### config.mk
export PLATFORM = sky130hd
export DESIGN_NAME = safe_mode_ctrl
export DESIGN_NICKNAME = d
export VERILOG_FILES = /design/src/rtl/safe_ctrl_pkg.sv /design/src/rtl/safety_mode_fsm.sv /design/src/rtl/tmr_hart_fsm.sv /design/src/rtl/tmr_error_filter.sv /design/src/rtl/safe_mode_ctrl.sv
export VERILOG_INCLUDE_DIRS = /design/src /design/src/include
export SDC_FILE = /design/constraint.sdc
export NUM_CORES = 1
export LEC_CHECK = 0
export ABC_AREA = 1
export BUFFER_PORTS_ARGS = -buffer_cell sky130_fd_sc_hd__buf_4
export CELL_PAD_IN_SITES_DETAIL_PLACEMENT = 1
export CELL_PAD_IN_SITES_GLOBAL_PLACEMENT = 2
export CORE_MARGIN = 4
export CORE_UTILIZATION = 25
export DETAILED_ROUTE_END_ITERATION = 6
export GPL_ROUTABILITY_DRIVEN = 0
export PLACE_DENSITY = 0.75
export SETUP_SLACK_MARGIN = 0.02
export SLEW_MARGIN = 0
export SYNTH_ARGS = -nofsm -noshare
export SYNTH_HDL_FRONTEND = slang
export SYNTH_SLANG_ARGS = --single-unit
### constraint.sdc
create_clock -name clk_i -period 1.1 [get_ports clk_i]
set_input_delay 0.055 -clock clk_i [delete_from_list [all_inputs] [get_ports clk_i]]
set_output_delay 0.055 -clock clk_i [all_outputs]
set_load 0.01 [all_outputs]
### src/include/safe_ctrl_macros.svh
/* Cluster size and safe configuration codes for the lockstep controller.
   Changing SAFE_NHARTS resizes hart_vec_t and every per-core vector. */

`ifndef SAFE_CTRL_MACROS_SVH
`define SAFE_CTRL_MACROS_SVH

// Number of lockstep cores
`define SAFE_NHARTS 3

//////////////////////////////////////////////////
// Safe configuration codes
//////////////////////////////////////////////////
`define SAFE_CFG_SINGLE 2'b00 // Not TMR, ignored by the controller
`define SAFE_CFG_TMR    2'b01

// Scenario steps run by the testbench
`define SAFE_TB_STEPS 6

`endif

### src/rtl/safe_ctrl_pkg.sv
/* Shared types of the lockstep controller.
   Vector width follows SAFE_NHARTS from the macro header. */

`include "safe_ctrl_macros.svh"

package safe_ctrl_pkg;

  // One bit per core
  typedef logic [`SAFE_NHARTS-1:0] hart_vec_t;

  typedef logic [1:0] safe_cfg_t;

  // Cluster mode sequencing
  typedef enum logic [3:0] {
    MODE_RESET,
    MODE_BOOT,
    MODE_IDLE,
    MODE_TMR
  } mode_state_e;

  // Per-core TMR sequencing
  typedef enum logic [3:0] {
    TMR_RESET,
    TMR_IDLE,
    TMR_START,
    TMR_BOOT,
    TMR_SYNC,
    TMR_SYNCINTC,
    TMR_SWSYNC
  } tmr_state_e;

endpackage

### src/rtl/safety_mode_fsm.sv
`timescale 1ns/1ps
/* Cluster mode FSM. Holds the cluster in boot until every core waits for
   interrupt. Only the TMR code leaves idle; other codes are ignored.
   TMR mode ends once all cores are idle and start is low. */

`include "safe_ctrl_macros.svh"

module safety_mode_fsm (
  input  logic                      clk_i,
  input  logic                      rst_ni,
  input  logic                      start_i,
  input  safe_ctrl_pkg::safe_cfg_t  safe_cfg_i,
  input  safe_ctrl_pkg::hart_vec_t  hart_wfi_i,
  input  safe_ctrl_pkg::hart_vec_t  harts_idle_i,
  output logic                      tmr_run_o,
  output logic                      boot_o,
  output logic                      en_ext_debug_req_o
);

  import safe_ctrl_pkg::*;

  mode_state_e state_q, state_d;

  logic all_wfi;
  logic all_idle;
  logic tmr_req;

  assign all_wfi  = &hart_wfi_i;
  assign all_idle = &harts_idle_i;
  assign tmr_req  = start_i && (safe_cfg_i == `SAFE_CFG_TMR);

  always_ff @(posedge clk_i or negedge rst_ni)
  begin
    if (!rst_ni)
      state_q <= MODE_RESET;
    else
      state_q <= state_d;
  end

  //////////////////////////////////////////////////
  // Next state
  //////////////////////////////////////////////////
  always_comb
  begin
    state_d = state_q;
    unique case (state_q)
      MODE_RESET:
        state_d = MODE_BOOT; // Single power-on cycle
      MODE_BOOT:
      begin
        if (all_wfi)
          state_d = MODE_IDLE;
      end
      MODE_IDLE:
      begin
        if (tmr_req)
          state_d = MODE_TMR;
      end
      MODE_TMR:
      begin
        // Wait for every core FSM to settle back in idle
        if (all_idle && !start_i)
          state_d = MODE_IDLE;
      end
      default:
        state_d = MODE_IDLE;
    endcase
  end

  // Core FSMs see the run level only while start is held
  assign tmr_run_o          = (state_q == MODE_TMR) && start_i;
  assign boot_o             = (state_q == MODE_BOOT);
  assign en_ext_debug_req_o = (state_q == MODE_IDLE); // Debug allowed only when idle

endmodule

### src/rtl/tmr_hart_fsm.sv
`timescale 1ns/1ps
/* TMR sequencing for one core: halt, boot, synchronized run.
   Halt ack must rise and then fall before the core counts as synced.
   A resync needs every core to raise and then drop its interrupt ack. */

module tmr_hart_fsm (
  input  logic                      clk_i,
  input  logic                      rst_ni,
  input  logic                      tmr_run_i,
  input  logic                      halt_ack_i,       // This core only
  input  logic                      tmr_error_i,      // Filtered voter error
  input  logic                      end_sw_routine_i,
  input  safe_ctrl_pkg::hart_vec_t  hart_wfi_i,
  input  safe_ctrl_pkg::hart_vec_t  hart_intc_ack_i,
  output logic                      halt_req_o,
  output logic                      boot_o,
  output logic                      bus_merge_o,
  output logic                      voter_enable_o,
  output logic                      resync_irq_o,
  output logic                      idle_o,
  output logic                      in_sync_o
);

  import safe_ctrl_pkg::*;

  tmr_state_e state_q, state_d;

  logic all_wfi;
  logic all_ack;
  logic none_ack;

  assign all_wfi  = &hart_wfi_i;
  assign all_ack  = &hart_intc_ack_i;
  assign none_ack = ~|hart_intc_ack_i;

  always_ff @(posedge clk_i or negedge rst_ni)
  begin
    if (!rst_ni)
      state_q <= TMR_RESET;
    else
      state_q <= state_d;
  end

  //////////////////////////////////////////////////
  // Next state
  //////////////////////////////////////////////////
  always_comb
  begin
    state_d = state_q;
    unique case (state_q)
      TMR_RESET:
        state_d = TMR_IDLE;
      TMR_IDLE:
      begin
        if (tmr_run_i)
          state_d = TMR_START;
      end
      TMR_START:
      begin
        if (halt_ack_i)
          state_d = TMR_BOOT;
      end
      TMR_BOOT:
      begin
        if (!halt_ack_i)
          state_d = TMR_SYNC; // Core left debug mode in lockstep
      end
      TMR_SYNC:
      begin
        // Orderly end wins over a late voter error
        if (all_wfi && end_sw_routine_i)
          state_d = TMR_IDLE;
        else if (tmr_error_i)
          state_d = TMR_SYNCINTC;
      end
      TMR_SYNCINTC:
      begin
        if (all_ack)
          state_d = TMR_SWSYNC;
      end
      TMR_SWSYNC:
      begin
        if (none_ack)
          state_d = TMR_SYNC; // Software restored its context
      end
      default:
        state_d = TMR_IDLE;
    endcase
  end

  //////////////////////////////////////////////////
  // Outputs, decoded from state only
  //////////////////////////////////////////////////
  always_comb
  begin
    halt_req_o   = 1'b0;
    boot_o       = 1'b0;
    resync_irq_o = 1'b0;
    unique case (state_q)
      TMR_START:
      begin
        halt_req_o = 1'b1;
        boot_o     = 1'b1;
      end
      TMR_BOOT:
        boot_o = 1'b1;
      TMR_SYNCINTC, TMR_SWSYNC:
        resync_irq_o = 1'b1;
      default:
        boot_o = 1'b0;
    endcase
  end

  assign bus_merge_o    = (state_q != TMR_RESET) && (state_q != TMR_IDLE);
  assign voter_enable_o = (state_q != TMR_RESET) && (state_q != TMR_IDLE);
  assign idle_o         = (state_q == TMR_IDLE);
  assign in_sync_o      = (state_q == TMR_SYNC);

endmodule

### src/rtl/tmr_error_filter.sv
`timescale 1ns/1ps
/* Voter error filter for synchronized run.
   Inside a critical section the first error edge is swallowed and only
   the second one is forwarded. State clears once any core leaves SYNC. */

module tmr_error_filter (
  input  logic                      clk_i,
  input  logic                      rst_ni,
  input  logic                      tmr_error_i,
  input  logic                      tmr_critical_section_i,
  input  safe_ctrl_pkg::hart_vec_t  in_sync_i,
  output logic                      tmr_error_o
);

  logic err_q;    // Previous error sample
  logic edge_q;   // Toggles on every rising edge
  logic err_rise;

  assign err_rise = tmr_error_i && !err_q;

  always_ff @(posedge clk_i or negedge rst_ni)
  begin
    if (!rst_ni)
    begin
      err_q  <= 1'b0;
      edge_q <= 1'b0;
    end
    else if ((|in_sync_i) && err_rise)
    begin
      err_q  <= tmr_error_i;
      edge_q <= !edge_q;
    end
    else if (!(&in_sync_i))
    begin
      err_q  <= 1'b0; // Error still high on re-entry counts as new edge
      edge_q <= 1'b0;
    end
    else
      err_q <= tmr_error_i;
  end

  // Second edge in critical section, else raw error or pending edge
  assign tmr_error_o = tmr_critical_section_i ? (err_rise && edge_q)
                                              : (tmr_error_i || edge_q);

endmodule

### src/rtl/safe_mode_ctrl.sv
`timescale 1ns/1ps
/* Lockstep safety-mode controller, TMR only.
   NHARTS must equal SAFE_NHARTS, which sets the width of hart_vec_t.
   Non-TMR configuration codes keep the controller idle. */

`include "safe_ctrl_macros.svh"

module safe_mode_ctrl #(
  parameter int NHARTS = `SAFE_NHARTS
) (
  input  logic                      clk_i,
  input  logic                      rst_ni,
  input  logic                      start_i,
  input  safe_ctrl_pkg::safe_cfg_t  safe_cfg_i,
  input  logic                      tmr_critical_section_i,
  input  logic                      tmr_error_i,
  input  logic                      end_sw_routine_i,
  input  safe_ctrl_pkg::hart_vec_t  halt_ack_i,
  input  safe_ctrl_pkg::hart_vec_t  hart_wfi_i,
  input  safe_ctrl_pkg::hart_vec_t  hart_intc_ack_i,
  output safe_ctrl_pkg::hart_vec_t  interrupt_halt_o,
  output safe_ctrl_pkg::hart_vec_t  interrupt_swresync_o,
  output logic                      single_bus_o,
  output logic                      tmr_voter_enable_o,
  output logic                      start_boot_o,
  output logic                      en_ext_debug_req_o
);

  import safe_ctrl_pkg::*;

  logic      tmr_run;
  logic      mode_boot;
  logic      tmr_error_filt;
  hart_vec_t harts_idle, harts_in_sync;
  hart_vec_t hart_boot, hart_bus_merge, hart_voter_en;

  if (NHARTS != `SAFE_NHARTS)
  begin : g_nharts_check
    $error("NHARTS differs from SAFE_NHARTS");
  end

  safety_mode_fsm u_mode_fsm (
    .clk_i              (clk_i),
    .rst_ni             (rst_ni),
    .start_i            (start_i),
    .safe_cfg_i         (safe_cfg_i),
    .hart_wfi_i         (hart_wfi_i),
    .harts_idle_i       (harts_idle),
    .tmr_run_o          (tmr_run),
    .boot_o             (mode_boot),
    .en_ext_debug_req_o (en_ext_debug_req_o)
  );

  tmr_error_filter u_error_filter (
    .clk_i                  (clk_i),
    .rst_ni                 (rst_ni),
    .tmr_error_i            (tmr_error_i),
    .tmr_critical_section_i (tmr_critical_section_i),
    .in_sync_i              (harts_in_sync),
    .tmr_error_o            (tmr_error_filt)
  );

  //////////////////////////////////////////////////
  // One TMR FSM per core
  //////////////////////////////////////////////////
  for (genvar i = 0; i < NHARTS; i++)
  begin : g_hart
    tmr_hart_fsm u_hart_fsm (
      .clk_i            (clk_i),
      .rst_ni           (rst_ni),
      .tmr_run_i        (tmr_run),
      .halt_ack_i       (halt_ack_i[i]),
      .tmr_error_i      (tmr_error_filt),
      .end_sw_routine_i (end_sw_routine_i),
      .hart_wfi_i       (hart_wfi_i),
      .hart_intc_ack_i  (hart_intc_ack_i),
      .halt_req_o       (interrupt_halt_o[i]),
      .boot_o           (hart_boot[i]),
      .bus_merge_o      (hart_bus_merge[i]),
      .voter_enable_o   (hart_voter_en[i]),
      .resync_irq_o     (interrupt_swresync_o[i]),
      .idle_o           (harts_idle[i]),
      .in_sync_o        (harts_in_sync[i])
    );
  end

  // Boot phase keeps bus merged and voter on
  assign single_bus_o       = (|hart_bus_merge) || mode_boot;
  assign tmr_voter_enable_o = (|hart_voter_en) || mode_boot;
  assign start_boot_o       = |hart_boot;

endmodule

==> reports/results.ini, run 1 <==
[worst_setup_path]
worst_setup_path_start_kind = flip-flop
crit_path_end_kind = primary output
path_class = reg2out
arrival_ps = 1340
cp_data_required_time_ps = 1040
crit_fanout = 5

[global_routing]
gr-total-overflow = 0
antenna_found_initial = 0
grt_first_pass_wirelength_um = 7670
grt_max_degree = 14
first_global_vias = 1685
globalRouteTotalUtil_pct = 15.5

[route]
num_vias = 1587
drt-wirelength-per-cell_um = 13.7
viasPerCell = 4.57
drt_wl_total_um = 4740
drc = 0
dr.pass1.iters = 4
ant_nets = 0
drtIter0Drc = 35

[sta]
setup_ws_ps = -296
clock.fmax_mhz = 716
tns_ps = -4450
skew_ps = 3.68
rsz0062_at_grt = yes
finalSetupViolCount = 22
relSlewSlack_pct = 82.2
fin_crit_ps = 1400
report.final.slew_viol_count = 0
tightest_slew_ps = 266
hold_viol_final = 0
layout_worst_path_cycle_share_pct = 127

[clock_tree]
clk_latency_ps = 240
clk_path_buf_depth = 2
cts_buffers = 3
cts_tree = yes
cts_root_buf = clkbuf_8
htreeDepth = 1
path_clk_slew_ps = 60
cts_sinks = 13

[pwr]
p_per_area_nw_per_um2 = 2940
vdd_ir_drop_max_uv = 1330
cellLeakagePower_nw = 1.19

[floorplanning]
die_h_um = 79.4
core-area_um2 = 4820
design.die.area_um2 = 6300
start_util_pct = 26.4
die_x_um = 79.4
rows = 25
ios = 27

[min_path]
worst_hold_path_type = in2reg

[final_layout]
mostFrequentLayoutCell = buf_4
area_delta_synth_final_pct = 79.2
fillerInstances = 618
final_layout_size_suffix_gt1_share_pct = 58.2
fin_util_pct = 47.4
num_antenna_cells = 0
nets = 298
final_cell_mix = 55 x buf_4, 44 x nand2_1, 24 x buf_6

[yosys]
yosysWarningCount = 0
synthesis.area_um2 = 1270
syn_avg_cell_area_um2 = 6.18
ys_types = 22
postSynthNetCount = 223
netlist_instances = 206
seq_area_frac_synth_pct = 25.5
ys_ff_latch = 13

[placed_design]
io_buffers = 26
place_hpwl_um = 3380

[job]
maxCapViolCount = 0

[outcome]
status = complete, but fails checks
violations = negative setup slack

==> kinds of logic after synthesis <==
family                 Yosys count  share of synthesized area, %
AO/OA/AOI/OAI                   12                          5.40
flip-flops                      13                          25.5
AND/OR/NAND/NOR                138                          53.6
buffers and inverters           43                          15.4
==> registers in the layout, indices dropped and copies added, names as in the netlist <==
| name | flops |
|---|---|
| g_hart.u_hart_fsm.state_q | 9 |
| u_mode_fsm.state_q | 2 |
| u_error_filter.edge_q | 1 |
| u_error_filter.err_q | 1 |
==> layer usage <==
metal / wire length (µm) / up-vias / part of all wire, % / track usage (%)
li1: - / 803 / - / -
met4: 40 / 0 / 0.84 / 3.09
met3: 96 / 4 / 2.0 / 1.35
met1: 2020 / 752 / 43 / 19.0
met5: 0 / - / 0 / 0
met2: 2590 / 28 / 55 / 29.2
==> area by class of cell <==
type	instances	area [µm²]	area share (%)
multi-input combinational	150	975	42.7
tap	67	83.8	3.67
timing repair buffer	80	693	30.4
clock buffer	4	45.0	1.97
inverter	33	149	6.52
sequential	13	337	14.7
==> worst max-delay path, cell delays in order (launching register included) <==
cell and delay (ps):
dfrtp_2 460, nor4_4 340, nand3_2 130, buf_4 170
==> report_power, final <==
group          switching (W)  leakage, nW  total [W]  internal (W)
registers           0.000468        0.146    0.00122      0.000749
clock network       0.000180       0.0228   0.000435      0.000256
logic                0.00257         1.02    0.00507       0.00249
total                0.00322         1.19    0.00672       0.00350
==> stage by stage <==
step                      hold WS [ps]  instances  setup slack, ps  total power (W)  area [µm²]
final                             72.0        347             -296          0.00672        2280
after global routing              78.1        347             -349          0.00731        2280
after detailed placement         -80.7        325             -213          0.00475        1780
after CTS                         69.7        344             -288          0.00619        2130
after floorplan                   -241        206            -40.8          0.00335        1310
after global placement           -84.5        325             -204          0.00470        1780
==> Yosys cell counts <==
| cell | instances | share of area (%) |
|---|---|---|
| nand2_1 | 55 | 16 |
| nand3_1 | 34 | 13 |
| inv_1 | 22 | 6.5 |
| nor2_1 | 18 | 5.3 |
| dfrtp_1 | 13 | 26 |
| inv_2 | 11 | 3.2 |
| buf_4 | 9 | 5.3 |
| nand2_2 | 7 | 3.4 |
| nand3_2 | 5 | 3.9 |
| nor2_2 | 5 | 2.5 |
| nor2_4 | 5 | 4.4 |
| o21ai_0 | 5 | 2.0 |
| nand4_1 | 4 | 2.0 |
| a21oi_1 | 2 | 0.79 |
| nand3b_1 | 2 | 1.2 |
| o21ai_1 | 2 | 0.79 |
| o21bai_1 | 2 | 1.2 |
| a211o_1 | 1 | 0.69 |
| buf_2 | 1 | 0.39 |
| nor3_1 | 1 | 0.39 |
| nor4_1 | 1 | 0.49 |
| or2_1 | 1 | 0.49 |
==> final timing paths <==
| kind | slack, ps | start | cells after the start | endpoint |
|---|---|---|---|---|
| worst max register to register | -250 | g_hart[2].u_hart_fsm.state_q[1] | 9 | g_hart[2].u_hart_fsm.state_q[0] |
| max in group asynchronous | 700 | rst_ni | 2 | g_hart[0].u_hart_fsm.state_q[2] |
| worst min register to register | 600 | u_error_filter.edge_q | 2 | u_error_filter.edge_q |
| min in group asynchronous | 210 | rst_ni | 2 | g_hart[0].u_hart_fsm.state_q[1] |
| worst min-delay path | 70 | safe_cfg_i[1] | 3 | u_mode_fsm.state_q[0] |
| worst max-delay path | -300 | g_hart[1].u_hart_fsm.state_q[2] | 3 | single_bus_o |
==> repair_timing <==
| action | in CTS | in global routing |
|---|---|---|
| pin swaps | 18 | 11 |
| hold buffers | 1 | 0 |
| endpoints found under the setup margin | 23 | 23 |
| hold endpoints to repair | 13 | 0 |
| setup buffers | 14 | 3 |
| gates resized for setup | 58 | 33 |
| gates cloned | 0 | 0 |
No activity file was read; power rests on OpenSTA's default activity.
==> run 2: changes to the inputs <==
CORE_UTILIZATION = 29   (was 25)
CTS_BUF_LIST = sky130_fd_sc_hd__clkbuf_4   (was unset)
PLACE_DENSITY = 0.82   (was 0.75)
clock period = 1.6 ns   (was 1.1 ns; I/O delays follow)
==> reports/results.ini, run 2 (synthesis results as in run 1) <==
[clock_tree]
clk_latency_ps = 280
path_clk_slew_ps = 80
clk_path_buf_depth = 2
cts_tree = yes
htreeDepth = 1
cts_root_buf = clkbuf_4
post_cts.repair.setup_buffers = 0
cts_buffers = 3
cts_sinks = 13

[min_path]
whs_path_depth = 3
min_to = u_mode_fsm.state_q[0]
worst_hold_path_type = in2reg
min_from = safe_cfg_i[1]

[worst_setup_path]
crit_fanout = 6
ff2ff_setup_slack_ps = 240
r2r_cells = 9
cpMaxStageDelayCell = dfrtp_2
worst_setup_path_start_kind = flip-flop
crit_path_end_kind = primary output
arrival_ps = 1390
r2r-end = g_hart[2].u_hart_fsm.state_q[0]
max_stage_delay_ps = 480
worstPathCellList = nor4_4, nand3_1, buf_4
cp_data_required_time_ps = 1520
r2r-start = g_hart[2].u_hart_fsm.state_q[0]
path_class = reg2out

[placed_design]
io_buffers = 26
dp_cells = 273
place_hpwl_um = 3020

[final_layout]
area_delta_synth_final_pct = 19.7
nets = 246
layout_top_registers = g_hart.u_hart_fsm.state_q (9), u_mode_fsm.state_q (2)
final_cells = 278
final_cell_mix = 55 x nand2_1, 34 x nand3_1, 27 x buf_4
fillerInstances = 568
mostFrequentLayoutCell = nand2_1
seq_area_um2 = 329
largest_reg_flops = 9
final_layout_size_suffix_gt1_share_pct = 29.8
multi_input_area_um2 = 767
num_antenna_cells = 0
max_flop_register = g_hart.u_hart_fsm.state_q

[global_routing]
grt_first_pass_wirelength_um = 6010
first_global_vias = 1369
gr-total-overflow = 0
antenna_found_initial = 0
globalRouteTotalUtil_pct = 13.8
grt_max_degree = 14

[route]
drt_wl_total_um = 3520
viasPerCell = 4.80
ant_nets = 0
drc = 0
drt-wirelength-per-cell_um = 12.6
dr.pass1.iters = 4
drtIter0Drc = 56
num_vias = 1335

[job]
maxCapViolCount = 0

[sta]
report.final.slew_viol_count = 0
tightest_slew_ps = 300
skew_ps = 3.22
tns_ps = 0
finalSetupViolCount = 0
clock.fmax_mhz = 682
layout_worst_path_cycle_share_pct = 91.7
rsz0062_at_grt = no
relSlewSlack_pct = 80.0
fin_crit_ps = 1470
hold_viol_final = 0

[floorplanning]
die_x_um = 74.3
core-area_um2 = 4120
ios = 27
die_h_um = 74.3
design.die.area_um2 = 5520
start_util_pct = 31.0
rows = 23

[pwr]
vdd_ir_drop_max_uv = 778
p_total_w = 0.00294
cellLeakagePower_nw = 0.890
p_per_area_nw_per_um2 = 1930

[outcome]
status = complete, no violations

run 2: layer usage:
layer | vias up | part of all wire [%] | wire [µm] | GRT usage (%)
li1 | 695 | - | - | -
met1 | 613 | 47 | 1640 | 18.4
met2 | 21 | 49 | 1720 | 23.1
met3 | 6 | 2.9 | 102 | 2.84
met4 | 0 | 1.4 | 48 | 2.96
met5 | - | 0 | 0 | 0
run 2: worst max-delay path, delay by kind of cell, from the launching register on:
family	cells	cell delay, ps
and+or+nand+nor	2	450
buffers and inverters	1	170
DFF	1	480
run 2: stage by stage:
stage                     utilization [%]  hold WS, ps  setup slack, ps  area, µm²
after floorplan                         -         -216              439       1270
after global routing                 37.1         62.0             22.5       1530
final                                37.1         72.2              133       1530
after CTS                            36.6         62.8             20.7       1510
after global placement               35.6        -55.3              203       1470
after detailed placement             35.6        -57.5              223       1470
run 2: worst max-delay path by stage:
stage,start,endpoint
2_1_floorplan,g_hart[1].u_hart_fsm.state_q[1],tmr_voter_enable_o
3_3_place_gp,g_hart[2].u_hart_fsm.state_q[2],g_hart[2].u_hart_fsm.state_q[2]
3_5_place_dp,g_hart[2].u_hart_fsm.state_q[2],g_hart[2].u_hart_fsm.state_q[0]
4_1_cts,g_hart[2].u_hart_fsm.state_q[2],tmr_voter_enable_o
5_1_grt,g_hart[1].u_hart_fsm.state_q[2],single_bus_o
6_report,g_hart[1].u_hart_fsm.state_q[2],tmr_voter_enable_o
run 2: repair_timing:
| action | in CTS | in global routing |
|---|---|---|
| setup endpoints to repair | 0 | 2 |
| resized for setup | 0 | 5 |
| hold buffers | 1 | 0 |
| endpoints found under the hold margin | 13 | 0 |
run 2: layout make-up:
| class | count | area share, % |
|---|---|---|
| flip-flops and latches | 13 | 21.6 |
| repair buffers | 28 | 13.9 |
| well taps | 50 | 4.10 |
| inverters | 33 | 8.12 |
| multi-input cells | 150 | 50.3 |
| clock buffers | 4 | 1.97 |
run 2: report_power, final:
part           switching [W]  internal [W]  leakage (nW)
registers           0.000290      0.000499         0.153
logic                0.00115      0.000768         0.719
clock network       0.000113      0.000114        0.0184
total                0.00156       0.00138         0.890
